<file path="config.mk">
export PLATFORM = sky130hd
export DESIGN_NAME = daqTop
export DESIGN_NICKNAME = d
export VERILOG_FILES = /design/src/daqPkg.sv /design/src/daqTop.sv /design/src/eventRecorder.sv /design/src/holdGen.sv /design/src/trigCoincid.sv /design/src/commandDecoder.sv
export VERILOG_INCLUDE_DIRS = /design/src
export SDC_FILE = /design/constraint.sdc
export NUM_CORES = 1
export LEC_CHECK = 0
export BUFFER_PORTS_ARGS = -buffer_cell sky130_fd_sc_hd__buf_2
export CAP_MARGIN = 20
export CORE_ASPECT_RATIO = 0.5
export CORE_MARGIN = 2
export CORE_UTILIZATION = 59
export DETAILED_ROUTE_END_ITERATION = 16
export PLACE_DENSITY = 0.89
export SKIP_CTS_REPAIR_TIMING = 1
export SYNTH_ARGS = -nofsm -noshare
export SYNTH_HDL_FRONTEND = slang
export SYNTH_SLANG_ARGS = --single-unit
</file>
<file path="constraint.sdc">
create_clock -name Clk -period 2.5 [get_ports Clk]
set_input_delay 0.25 -clock Clk [delete_from_list [all_inputs] [get_ports Clk]]
set_output_delay 0.25 -clock Clk [all_outputs]
set_load 0.02 [all_outputs]
</file>
<file path="src/daq_consts.svh">
`ifndef DAQ_CONSTS_SVH
`define DAQ_CONSTS_SVH

// Field widths
`define DAQ_CMD_WIDTH        16   // USB control word
`define DAQ_ADDR_WIDTH       4    // Command address field
`define DAQ_DATA_WIDTH       12   // Command data field
`define DAQ_HOLDDELAY_WIDTH  8
`define DAQ_HOLDTIME_WIDTH   12
`define DAQ_HEADER_WIDTH     8
`define DAQ_COUNT_WIDTH      8    // Event counter, wraps

// Command addresses
`define DAQ_ADDR_TRIGMODE    4'd1
`define DAQ_ADDR_HOLDDELAY   4'd2
`define DAQ_ADDR_HOLDTIME    4'd3
`define DAQ_ADDR_HEADER      4'd4
`define DAQ_ADDR_HOLDEN      4'd5
`define DAQ_ADDR_CNTCLR      4'd6

`define DAQ_SYNC_STAGES      2    // Flops per trigger pin

// Power-up configuration
`define DAQ_DEF_HOLDDELAY    8'd4
`define DAQ_DEF_HOLDTIME     12'd16
`define DAQ_DEF_HEADER       8'h5A

`endif
</file>
<file path="src/daqPkg.sv">
`include "daq_consts.svh"

package daqPkg;

    ////////////////////
    // Command format
    ////////////////////
    typedef logic [`DAQ_CMD_WIDTH-1:0]  cmdWord_t;  // [15:12] addr, [11:0] data
    typedef logic [`DAQ_ADDR_WIDTH-1:0] cmdAddr_t;

    // Trigger source select
    typedef enum logic [1:0] {
        TRIG_OR     = 2'd0, // Any ASIC line
        TRIG_AND    = 2'd1, // All three ASIC lines
        TRIG_SINGLE = 2'd2, // Line 0 alone
        TRIG_EXT    = 2'd3  // External pin
    } trigMode_t;

    ////////////////////
    // Hold path
    ////////////////////
    typedef logic [`DAQ_HOLDDELAY_WIDTH-1:0] holdDelay_t; // Cycles before HOLD
    typedef logic [`DAQ_HOLDTIME_WIDTH-1:0]  holdTime_t;  // Cycles of HOLD

    typedef enum logic [1:0] {
        HOLD_IDLE,
        HOLD_DELAY,
        HOLD_ACTIVE
    } holdState_t;

    // Event record
    typedef logic [`DAQ_HEADER_WIDTH-1:0] header_t;
    typedef logic [`DAQ_COUNT_WIDTH-1:0]  eventCount_t;
    typedef logic [`DAQ_HEADER_WIDTH+`DAQ_COUNT_WIDTH-1:0] eventWord_t; // {header, count}

endpackage

</file>
<file path="src/daqTop.sv">
`timescale 1ns/10ps

module daqTop (
    input  logic               Clk,
    input  logic               rst,
    // Host control
    input  daqPkg::cmdWord_t   cmdWord,
    input  logic               cmdValid,
    // ASIC and external trigger pins
    input  logic               OUT_TRIG0B,
    input  logic               OUT_TRIG1B,
    input  logic               OUT_TRIG2B,
    input  logic               EXT_TRIGB,
    // Outputs
    output logic               HOLD,
    output logic               TRIGGER_OUT,
    output daqPkg::eventWord_t eventWord,
    output logic               eventValid
);

    daqPkg::trigMode_t  trigMode;
    logic               holdEn;
    daqPkg::holdDelay_t holdDelay;
    daqPkg::holdTime_t  holdTime;
    daqPkg::header_t    header;
    logic               cntClr;
    logic               trigPulse;

    ////////////////////
    // Configuration
    ////////////////////
    commandDecoder u_commandDecoder (
        .Clk       (Clk),
        .rst       (rst),
        .cmdWord   (cmdWord),
        .cmdValid  (cmdValid),
        .trigMode  (trigMode),
        .holdEn    (holdEn),
        .holdDelay (holdDelay),
        .holdTime  (holdTime),
        .header    (header),
        .cntClr    (cntClr)
    );

    ////////////////////
    // Trigger and hold
    ////////////////////
    trigCoincid u_trigCoincid (
        .Clk        (Clk),
        .rst        (rst),
        .OUT_TRIG0B (OUT_TRIG0B),
        .OUT_TRIG1B (OUT_TRIG1B),
        .OUT_TRIG2B (OUT_TRIG2B),
        .EXT_TRIGB  (EXT_TRIGB),
        .trigMode   (trigMode),
        .trigPulse  (trigPulse)
    );

    assign TRIGGER_OUT = trigPulse; // Selected trigger to the pin

    holdGen u_holdGen (
        .Clk       (Clk),
        .rst       (rst),
        .trigPulse (trigPulse),
        .holdEn    (holdEn),
        .holdDelay (holdDelay),
        .holdTime  (holdTime),
        .HOLD      (HOLD)
    );

    // Records, one per HOLD rise
    eventRecorder u_eventRecorder (
        .Clk        (Clk),
        .rst        (rst),
        .HOLD       (HOLD),
        .header     (header),
        .cntClr     (cntClr),
        .eventWord  (eventWord),
        .eventValid (eventValid)
    );

endmodule

</file>
<file path="src/eventRecorder.sv">
`timescale 1ns/10ps

module eventRecorder (
    input  logic               Clk,
    input  logic               rst,
    input  logic               HOLD,
    input  daqPkg::header_t    header,
    input  logic               cntClr,
    output daqPkg::eventWord_t eventWord,
    output logic               eventValid  // One cycle per hold
);

    logic                holdPrev;
    logic                holdRise;
    daqPkg::eventCount_t eventCount;

    assign holdRise = HOLD & ~holdPrev;

    // Strobe and counter
    always_ff @(posedge Clk) begin
        if (rst) begin
            holdPrev   <= 1'b0;
            eventValid <= 1'b0;
            eventCount <= '0;
        end else begin
            holdPrev   <= HOLD;
            eventValid <= holdRise;
            if (cntClr) begin
                eventCount <= '0; // Clear beats the increment
            end else if (holdRise) begin
                eventCount <= eventCount + 1'b1; // Wraps at 255
            end
        end
    end

    // Record payload keeps the old count on a clear
    always_ff @(posedge Clk) begin
        if (holdRise) begin
            eventWord <= {header, eventCount};
        end
    end

    ////////////////////
    // Checks
    ////////////////////
    assert property (@(posedge Clk) disable iff (rst)
        eventValid |=> !eventValid)
        else $error("eventValid longer than one cycle");

endmodule

</file>
<file path="src/holdGen.sv">
`timescale 1ns/10ps

module holdGen (
    input  logic               Clk,
    input  logic               rst,
    input  logic               trigPulse,
    input  logic               holdEn,
    input  daqPkg::holdDelay_t holdDelay,
    input  daqPkg::holdTime_t  holdTime,
    output logic               HOLD
);

    daqPkg::holdState_t state;
    daqPkg::holdTime_t  cnt;      // Shared down-counter, delay then length
    daqPkg::holdTime_t  holdLen;  // Length frozen at acceptance
    logic               accept;

    // Index of the last HOLD cycle, zero length acts as one
    function automatic daqPkg::holdTime_t lastCycle(input daqPkg::holdTime_t len);
        lastCycle = (len == '0) ? '0 : len - 1'b1;
    endfunction

    // Only idle triggers count
    assign accept = (state == daqPkg::HOLD_IDLE) && trigPulse && holdEn;

    always_ff @(posedge Clk) begin
        if (accept) begin
            holdLen <= holdTime;
        end
    end

    ////////////////////
    // Hold FSM
    ////////////////////
    always_ff @(posedge Clk) begin
        if (rst) begin
            state <= daqPkg::HOLD_IDLE;
            cnt   <= '0;
            HOLD  <= 1'b0;
        end else begin
            case (state)
                daqPkg::HOLD_IDLE: begin
                    if (accept) begin
                        if (holdDelay == '0) begin // Straight to HOLD
                            state <= daqPkg::HOLD_ACTIVE;
                            HOLD  <= 1'b1;
                            cnt   <= lastCycle(holdTime);
                        end else begin
                            state <= daqPkg::HOLD_DELAY;
                            cnt   <= daqPkg::holdTime_t'(holdDelay) - 1'b1;
                        end
                    end
                end
                daqPkg::HOLD_DELAY: begin
                    if (cnt == '0) begin
                        state <= daqPkg::HOLD_ACTIVE;
                        HOLD  <= 1'b1;
                        cnt   <= lastCycle(holdLen);
                    end else begin
                        cnt <= cnt - 1'b1;
                    end
                end
                daqPkg::HOLD_ACTIVE: begin
                    if (cnt == '0) begin
                        state <= daqPkg::HOLD_IDLE; // Ready on the same edge HOLD drops
                        HOLD  <= 1'b0;
                    end else begin
                        cnt <= cnt - 1'b1;
                    end
                end
                default: begin
                    state <= daqPkg::HOLD_IDLE;
                    HOLD  <= 1'b0;
                end
            endcase
        end
    end

    ////////////////////
    // Checks
    ////////////////////
    assert property (@(posedge Clk) disable iff (rst)
        (state == daqPkg::HOLD_IDLE) |-> !HOLD)
        else $error("HOLD high while idle");

    // Disabled path must not leave idle on a trigger
    assert property (@(posedge Clk) disable iff (rst)
        (state == daqPkg::HOLD_IDLE && trigPulse && !holdEn) |=>
        (state == daqPkg::HOLD_IDLE))
        else $error("hold started with holdEn low");

endmodule

</file>
<file path="src/trigCoincid.sv">
`timescale 1ns/10ps
`include "daq_consts.svh"

module trigCoincid (
    input  logic              Clk,
    input  logic              rst,
    input  logic              OUT_TRIG0B,  // ASIC triggers, async, active low
    input  logic              OUT_TRIG1B,
    input  logic              OUT_TRIG2B,
    input  logic              EXT_TRIGB,   // External pin, async, active low
    input  daqPkg::trigMode_t trigMode,
    output logic              trigPulse    // One cycle per rising condition
);

    logic [3:0]                             pinRaw;
    logic [`DAQ_SYNC_STAGES-1:0][3:0]       syncPipe;
    logic [3:0]                             trigLvl;   // Active high after sync
    logic                                   trigOr;
    logic                                   trigAnd;
    logic                                   selLvl;
    logic                                   selPrev;

    // Bit 3 external, bits 2..0 ASIC lines
    assign pinRaw = {EXT_TRIGB, OUT_TRIG2B, OUT_TRIG1B, OUT_TRIG0B};

    ////////////////////
    // Synchroniser
    ////////////////////
    always_ff @(posedge Clk) begin
        if (rst) begin
            syncPipe <= '1; // Idle level of the pins
        end else begin
            syncPipe <= {syncPipe[`DAQ_SYNC_STAGES-2:0], pinRaw};
        end
    end

    assign trigLvl = ~syncPipe[`DAQ_SYNC_STAGES-1];

    // Coincidence terms
    assign trigOr  = |trigLvl[2:0];
    assign trigAnd = &trigLvl[2:0];

    always_comb begin
        selLvl = 1'b0;
        case (trigMode)
            daqPkg::TRIG_OR:     selLvl = trigOr;
            daqPkg::TRIG_AND:    selLvl = trigAnd;
            daqPkg::TRIG_SINGLE: selLvl = trigLvl[0];
            daqPkg::TRIG_EXT:    selLvl = trigLvl[3];
            default:             selLvl = 1'b0;
        endcase
    end

    ////////////////////
    // Edge detect
    ////////////////////
    always_ff @(posedge Clk) begin
        if (rst) begin
            selPrev   <= 1'b0;
            trigPulse <= 1'b0;
        end else begin
            selPrev   <= selLvl;
            trigPulse <= selLvl & ~selPrev; // Registered rising edge
        end
    end

    // Pulse never stretches
    assert property (@(posedge Clk) disable iff (rst)
        trigPulse |=> !trigPulse)
        else $error("trigPulse high two cycles in a row");

endmodule

</file>
<file path="src/commandDecoder.sv">
`timescale 1ns/10ps
`include "daq_consts.svh"

module commandDecoder (
    input  logic               Clk,
    input  logic               rst,
    input  daqPkg::cmdWord_t   cmdWord,
    input  logic               cmdValid,   // One cycle per word
    output daqPkg::trigMode_t  trigMode,
    output logic               holdEn,
    output daqPkg::holdDelay_t holdDelay,
    output daqPkg::holdTime_t  holdTime,
    output daqPkg::header_t    header,
    output logic               cntClr      // Single-cycle clear
);

    daqPkg::cmdAddr_t            cmdAddr;
    logic [`DAQ_DATA_WIDTH-1:0]  cmdData;

    // Split the word into its fields
    assign cmdAddr = cmdWord[`DAQ_CMD_WIDTH-1 -: `DAQ_ADDR_WIDTH];
    assign cmdData = cmdWord[`DAQ_DATA_WIDTH-1:0];

    ////////////////////
    // Config registers
    ////////////////////
    always_ff @(posedge Clk) begin
        if (rst) begin
            trigMode  <= daqPkg::TRIG_OR;
            holdEn    <= 1'b1;
            holdDelay <= `DAQ_DEF_HOLDDELAY;
            holdTime  <= `DAQ_DEF_HOLDTIME;
            header    <= `DAQ_DEF_HEADER;
            cntClr    <= 1'b0;
        end else begin
            cntClr <= 1'b0; // Pulses only on its address
            if (cmdValid) begin
                case (cmdAddr)
                    `DAQ_ADDR_TRIGMODE: begin
                        trigMode <= daqPkg::trigMode_t'(cmdData[1:0]);
                    end
                    `DAQ_ADDR_HOLDDELAY: begin
                        holdDelay <= cmdData[`DAQ_HOLDDELAY_WIDTH-1:0];
                    end
                    `DAQ_ADDR_HOLDTIME: begin
                        holdTime <= cmdData[`DAQ_HOLDTIME_WIDTH-1:0]; // Full data field
                    end
                    `DAQ_ADDR_HEADER: begin
                        header <= cmdData[`DAQ_HEADER_WIDTH-1:0];
                    end
                    `DAQ_ADDR_HOLDEN: begin
                        holdEn <= cmdData[0];
                    end
                    `DAQ_ADDR_CNTCLR: begin
                        cntClr <= 1'b1;
                    end
                    default: begin
                        // Unknown address dropped
                    end
                endcase
            end
        end
    end

    ////////////////////
    // Checks
    ////////////////////

    // Clear is a single-cycle strobe
    assert property (@(posedge Clk) disable iff (rst)
        cntClr |=> !cntClr)
        else $error("cntClr held for two cycles");

endmodule

</file>
==> summary.txt, run 1 <==
STA
  – Worst hold margin: 0.07972 ns
  – F_max: around 0.43 GHz
  – Setup violators final: 0
  – Fin crit share: 0.9408
  – Setup TNS: 0 ns
  – Slew margin rel.: 0.5230
  – Setup Skew: about 0.014 ns
  – Post-layout min period: approximately 2.4 ns
  – Unrepaired setup endpoints after global routing: false
  – Fin. max-slew vios: 0
  – Worst slew pin tran: a little over 0.7 ns
  – Final Hold Vio Count: 0

GRT
  – Vias in the first global route: between 3k and 4k
  – GRT Overall Usage: 0.2757
  – Global route overflow: 0
  – First-pass GRT wire length: around 18000 um
  – Initial antenna violation count: 0
  – Largest net degree at the start of global routing: 44

Floorplanning
  – Core Area: between 0.007 and 0.008 mm2
  – Initial Util: 0.6173
  – # IOs: between 40 and 50
  – Die X: about 130 um
  – Die height: approximately 66 um
  – Die Footprint: approximately 0.0085 mm2
  – Row cnt: 22

Routing
  – Initial DRC count: around 430
  – Drt wl/cell: approximately 18 um
  – Via-to-Cell Ratio: roughly 6.4
  – Remaining DRCs: 0
  – DR pass1 iterations: 5
  – Total length of routed wires: between 10000 and 15000 um
  – Final ANT Viol Nets: 0
  – DR vias: around 4.0k

Logic synthesis
  – Syn Area/Cell: 9.663 um2
  – Top-count cell post-synth: dfxtp_1
  – Syn. warnings: 0
  – Post-synthesis register bit count: between 90 and 100
  – Leading area contributor after synthesis: dfxtp_1
  – Synthesized net count: 508
  – Post-synth EDFFs: 28
  – Synth top area share: 0.2935
  – Synth cell count leaders: dfxtp_1 (67), nor2_1 (49), nand2_1 (38)
  – Mapped Cells: ~470
  – Synth async-reset ratio: 0
  – Synth cell types: 54
  – Sequential area share after synthesis: 0.4774
  – Synth top area cells: dfxtp_1 (29%), edfxtp_1 (18%), nor2_1 (4.0%)
  – Cell Area, Synth: roughly 0.0046 mm2
  – Post-synth top flop: dfxtp_1

Power and ir drop
  – Pwr dens: around 950 mW/mm2
  – Max VDD drop: ~0.7 mV
  – Static leakage: between 2 and 2.5 nW

Final layout
  – Layout cell share with drive strength beyond 1: 0.1909
  – # fillers: about 470
  – Area grow syn2layout: 16.01%
  – Post-route cell area: 0.005303 mm2
  – Nets: ~560
  – Antenna cells: 0

Clock tree
  – Latest clock arrival within the worst-skew pair: 0.35 ns
  – Clock transition at the registers of the reported paths: ~0.070 ns
  – Number of CTS-inserted buffers: 9
  – Root buffer cell: clkbuf_16
  – Longest Clk Path Bufs: 2
  – CTS tree: yes
  – H-tree depth: 3
  – CTS Sinks: 95

Setup path
  – Setup crit end kind: register
  – Worst Path Required: ~2.8 ns
  – Critical path class: register to register
  – Critical-path maximum fanout: 5
  – WP data arrival: between 2 and 3 ns
  – CP startpoint kind: register

Place
  – Placed inst area: approximately 0.0050 mm2
  – Count of input and output buffers: 41
  – Post-DP HPWL: ~7200 um
  – Routability Congestion: ~0.9

Run status
  – Outcome: completed

Hold path
  – Hold Path Class: input port to register

Run
  – Max-Cap Viols: 0
[final timing paths]
check,startpoint,end,slack [ns],cells past startpoint
worst max-delay path,u_commandDecoder.holdTime[0]$_SDFFE_PP0P_,u_holdGen.cnt[8]$_SDFFE_PP0P_,0.15,7
worst min-delay path,OUT_TRIG1B,u_trigCoincid.syncPipe[1]$_SDFF_PP1_,0.08,2
worst max register to register,u_commandDecoder.holdTime[0]$_SDFFE_PP0P_,u_holdGen.cnt[8]$_SDFFE_PP0P_,0.15,7
worst min register to register,u_trigCoincid.syncPipe[2]$_SDFF_PP1_,u_trigCoincid.syncPipe[6]$_SDFF_PP1_,0.41,1
[power breakdown]
group          switching [W]  total, W  internal [W]  leakage (nW)
Clock               0.000630   0.00149      0.000857         0.159
Sequential          0.000171   0.00196       0.00179         0.798
Combinational       0.000937   0.00158      0.000644          1.06
[layout by cell type, fill, tap and decap left out, drive strengths merged, types with 7 or more instances in the layout]
master	synthesis	routed
or2	11	11
o21ai	13	13
nand2	38	38
nor2	49	49
inv	14	16
nor4	7	7
ha	12	12
clkbuf	16	10
or3	7	7
dfxtp	67	67
mux2i	18	18
nand3	12	12
buf	2	58
nand4	9	9
a21oi	28	28
a211oi	8	8
nor3	13	13
xor2	12	12
nor2b	10	10
xnor2	12	12
edfxtp	28	28
nand2b	9	9
[worst max-delay path: stages (launching register included)]
cell,delay [ns]
dfxtp_1,0.36
inv_2,0.09
ha_2,0.19
or4b_4,0.49
or4b_4,0.55
a2111oi_4,0.35
mux2i_1,0.12
o22ai_1,0.14
[stage by stage]
stage / power (W) / std cells / setup WS, ns / util
detailed placement: 0.003513 / 609 / 0.1377 / 0.6693
floorplan: 0.003065 / 473 / 0.2510 / -
finish: 0.005025 / 625 / 0.1480 / 0.7161
global route: 0.005278 / 625 / 0.007809 / 0.7161
CTS: 0.005004 / 625 / 0.1173 / 0.7143
global placement: 0.003485 / 609 / 0.1938 / 0.6693
[per-layer routing]
layer	GRT usage	routed length (um)	up-vias
met2	0.4707	5344	194
met5	0	0	-
met3	0.05906	835	32
met4	0.1030	309	0
li1	-	-	1841
met1	0.3487	4741	1906
[state kept, by name (all words and copies together), names as in the netlist]
signal,flops
u_holdGen.HOLD,1
u_eventRecorder.eventValid,1
u_commandDecoder.holdTime,12
u_commandDecoder.holdEn,1
u_eventRecorder.eventCount,8
u_trigCoincid.trigPulse,1
u_eventRecorder.eventWord,16
u_commandDecoder.cntClr,1
u_holdGen.holdLen,12
u_holdGen.state,2
u_trigCoincid.selPrev,1
u_commandDecoder.trigMode,2
u_commandDecoder.holdDelay,8
u_eventRecorder.holdPrev,1
u_commandDecoder.header,8
u_trigCoincid.syncPipe,8
u_holdGen.cnt,12
[final cells by class]
class / count / area (um2) / area share
inverters: 14 / 52.55 / 0.009910
clock inverters: 6 / 82.58 / 0.01557
multi-input cells: 346 / 2281 / 0.4302
clock buffers: 10 / 250.2 / 0.04719
flip-flops and latches: 95 / 2183 / 0.4117
well taps: 96 / 120.1 / 0.02265
repair buffers: 58 / 332.8 / 0.06277
[cells by family after synthesis]
logic type      share of synthesized area
flops                              0.4774
buf+inv                           0.02683
xor+xnor                          0.04599
simple gates                       0.2338
compound gates                     0.1388
fa+ha+maj                         0.03285
mux                               0.04435
(Power assumes the default switching activity.)
==> inputs of run 2 (changes only) <==
CORE_UTILIZATION = 64   (was 59)
PLACE_DENSITY = 0.95   (was 0.89)
clock period = 2.8 ns   (was 2.5 ns; I/O delays follow)
==> run 2 against run 1 <==
Effect of this change:
- via count increased by 8.7%
- sequential share of layout area rose by 0.64 points
- final area decreased by 1.6%
- global-route usage is 9.9 points higher
- wire length rose by 23%
- worst setup slack better by 0.021 ns
- sequential power decreased by 9.7%
- critical path type unchanged
- largest cell class unchanged
- largest power group unchanged
==> summary.txt, run 2 (synthesized netlist as in run 1, its figures left out) <==
Clock tree
  – Latest clock arrival within the worst-skew pair: roughly 0.35 ns
  – Root buffer cell: clkbuf_16
  – CTS tree: yes
  – Number of CTS-inserted buffers: 9
  – Clock transition at the registers of the reported paths: ~0.06 ns
  – H-tree depth: 3
  – Longest Clk Path Bufs: 2
  – CTS Sinks: between 90 and 100

Power and ir drop
  – Internal cell power: just under 0.003 W
  – Max VDD drop: a little under 0.8 mV
  – Clock Power Share: 0.294
  – Comb pwr share: 0.320
  – Pwr dens: ~880 mW/mm2
  – Sw Share: 0.3558
  – Static leakage: about 2.0 nW
  – Reg power frac: 0.387
  – NetSw: 0.001625 W

Setup path
  – CP startpoint kind: register
  – R2R cell count: 8
  – Reg2Reg Launch Point: u_commandDecoder.holdDelay[0]$_SDFFE_PP0P_
  – Worst Path Required: ~3.0 ns
  – Setup crit end kind: register
  – Critical path class: register to register
  – Critical-path maximum fanout: 11
  – FF-to-FF setup slack: about 0.17 ns
  – WP data arrival: approximately 2.9 ns
  – Worst R2R End: u_holdGen.cnt[7]$_SDFFE_PP0P_

Routing
  – WL met3: approximately 1600 um
  – DR vias: between 4k and 5k
  – Wl on met1: just under 5000 um
  – Final ANT Viol Nets: 0
  – Top routing layer used: met4
  – Met2 WL post-DR: around 6400 um
  – DR pass1 iterations: 6
  – Drt wl/cell: 22.54 um
  – Initial DRC count: ~660
  – Total length of routed wires: 13820 um
  – Remaining DRCs: 0
  – Via-to-Cell Ratio: ~7.0

Hold path
  – Hold Path Class: input port to register
  – Worst Hold Launch: OUT_TRIG2B
  – Hold EP: u_trigCoincid.syncPipe[2]$_SDFF_PP1_
  – Cell count of the worst hold path: 2

Final layout
  – Layout cell share with drive strength beyond 1: 0.1651
  – Commonest non-fill, non-tap cell in the layout: dfxtp_1
  – Biggest register: u_eventRecorder.eventWord
  – Antenna cells: 0
  – Reg area: roughly 0.0022 mm2
  – Leading cell types in the layout, fill and taps excluded: dfxtp_1 (67), nor2_1 (49), buf_2 (41)
  – Max FFs per register: 16
  – Nets: 551
  – Multi-input logic area: 0.002268 mm2
  – Area grow syn2layout: 14.18%
  – # fillers: approximately 350

STA
  – Slew margin rel.: 0.4340
  – Post-layout min period: 2.630 ns
  – Setup TNS: 0 ns
  – Setup ws final: ~0.17 ns
  – Setup Skew: around 0.01 ns
  – Unrepaired setup endpoints after global routing: false
  – Final Hold Vio Count: 0
  – Worst slew pin tran: 0.8490 ns
  – F_max: about 0.38 GHz
  – Fin crit share: 0.9395
  – Worst hold margin: roughly 0.11 ns
  – Fin. max-slew vios: 0
  – Setup violators final: 0

Floorplanning
  – Die height: about 64 um
  – Core Area: between 0.006 and 0.007 mm2
  – # IOs: 42
  – Die Footprint: ~0.0079 mm2
  – Die X: about 120 um
  – Initial Util: 0.6716
  – Row cnt: 21

Run status
  – Outcome: completed

Place
  – Count of input and output buffers: between 40 and 50
  – DP Worst Slack: 0.3314 ns
  – Routability Congestion: 0.9251
  – Post-DP HPWL: around 7700 um

GRT
  – First-pass GRT wire length: ~22000 um
  – Largest net degree at the start of global routing: 47
  – GRT Overall Usage: 0.3751
  – Vias in the first global route: about 4.3k
  – Initial antenna violation count: 0
  – Global route overflow: 0

Run
  – Max-Cap Viols: 0
run 2: final cells by class:
cell class	count	share of cell area
inverters	14	0.01007
repair buffers	50	0.05227
clock buffers	9	0.04316
clock inverters	7	0.01966
flip-flops and latches	95	0.4181
multi-input cells	346	0.4347
well taps	92	0.02206
run 2: worst max-delay path, stage by stage (launching register included):
cell and delay, ns:
dfxtp_1 0.34, inv_1 0.11, ha_1 0.22, or4b_1 0.51, nand2b_1 0.40, nor3_1 0.35
buf_4 0.21, a22oi_1 0.08, a311oi_1 0.30
run 2: stage by stage:
stage / instances / util / instance area (um2) / power (W)
6_report: 613 / 0.7669 / 5219 / 0.004568
3_3_place_gp: 597 / 0.7187 / 4891 / 0.003072
4_1_cts: 613 / 0.7669 / 5219 / 0.004501
2_1_floorplan: 473 / - / 4571 / 0.002736
5_1_grt: 613 / 0.7669 / 5219 / 0.004739
3_5_place_dp: 597 / 0.7187 / 4891 / 0.003132
run 2: worst max path at each step:
stage                                                     from                            end  slack [ns]  cells past startpoint
floorplan            u_commandDecoder.holdTime[0]$_SDFFE_PP0P_  u_holdGen.cnt[8]$_SDFFE_PP0P_        0.55                      7
global placement     u_commandDecoder.holdTime[0]$_SDFFE_PP0P_  u_holdGen.cnt[8]$_SDFFE_PP0P_        0.49                      7
detailed placement  u_commandDecoder.holdDelay[0]$_SDFFE_PP0P_  u_holdGen.cnt[7]$_SDFFE_PP0P_        0.33                      8
CTS                 u_commandDecoder.holdDelay[0]$_SDFFE_PP0P_  u_holdGen.cnt[7]$_SDFFE_PP0P_        0.27                      8
global route        u_commandDecoder.holdDelay[0]$_SDFFE_PP0P_  u_holdGen.cnt[3]$_SDFFE_PP0P_        0.06                      7
finish              u_commandDecoder.holdDelay[0]$_SDFFE_PP0P_  u_holdGen.cnt[7]$_SDFFE_PP0P_        0.17                      8
run 2: layer usage:
layer	track usage	vias to the layer above
met2	0.5968	391
li1	-	1835
met1	0.4538	1979
met3	0.1161	112
met5	0	-
met4	0.2131	0
run 2: power by group through the flow:
| stage | clock network, W | registers (W) | logic, W |
|---|---|---|---|
| floorplan | 0 | 0.00180 | 0.000933 |
| global placement | 0 | 0.00177 | 0.00130 |
| detailed placement | 0 | 0.00177 | 0.00136 |
| CTS | 0.00134 | 0.00176 | 0.00141 |
| global route | 0.00139 | 0.00178 | 0.00156 |
| finish | 0.00134 | 0.00177 | 0.00146 |
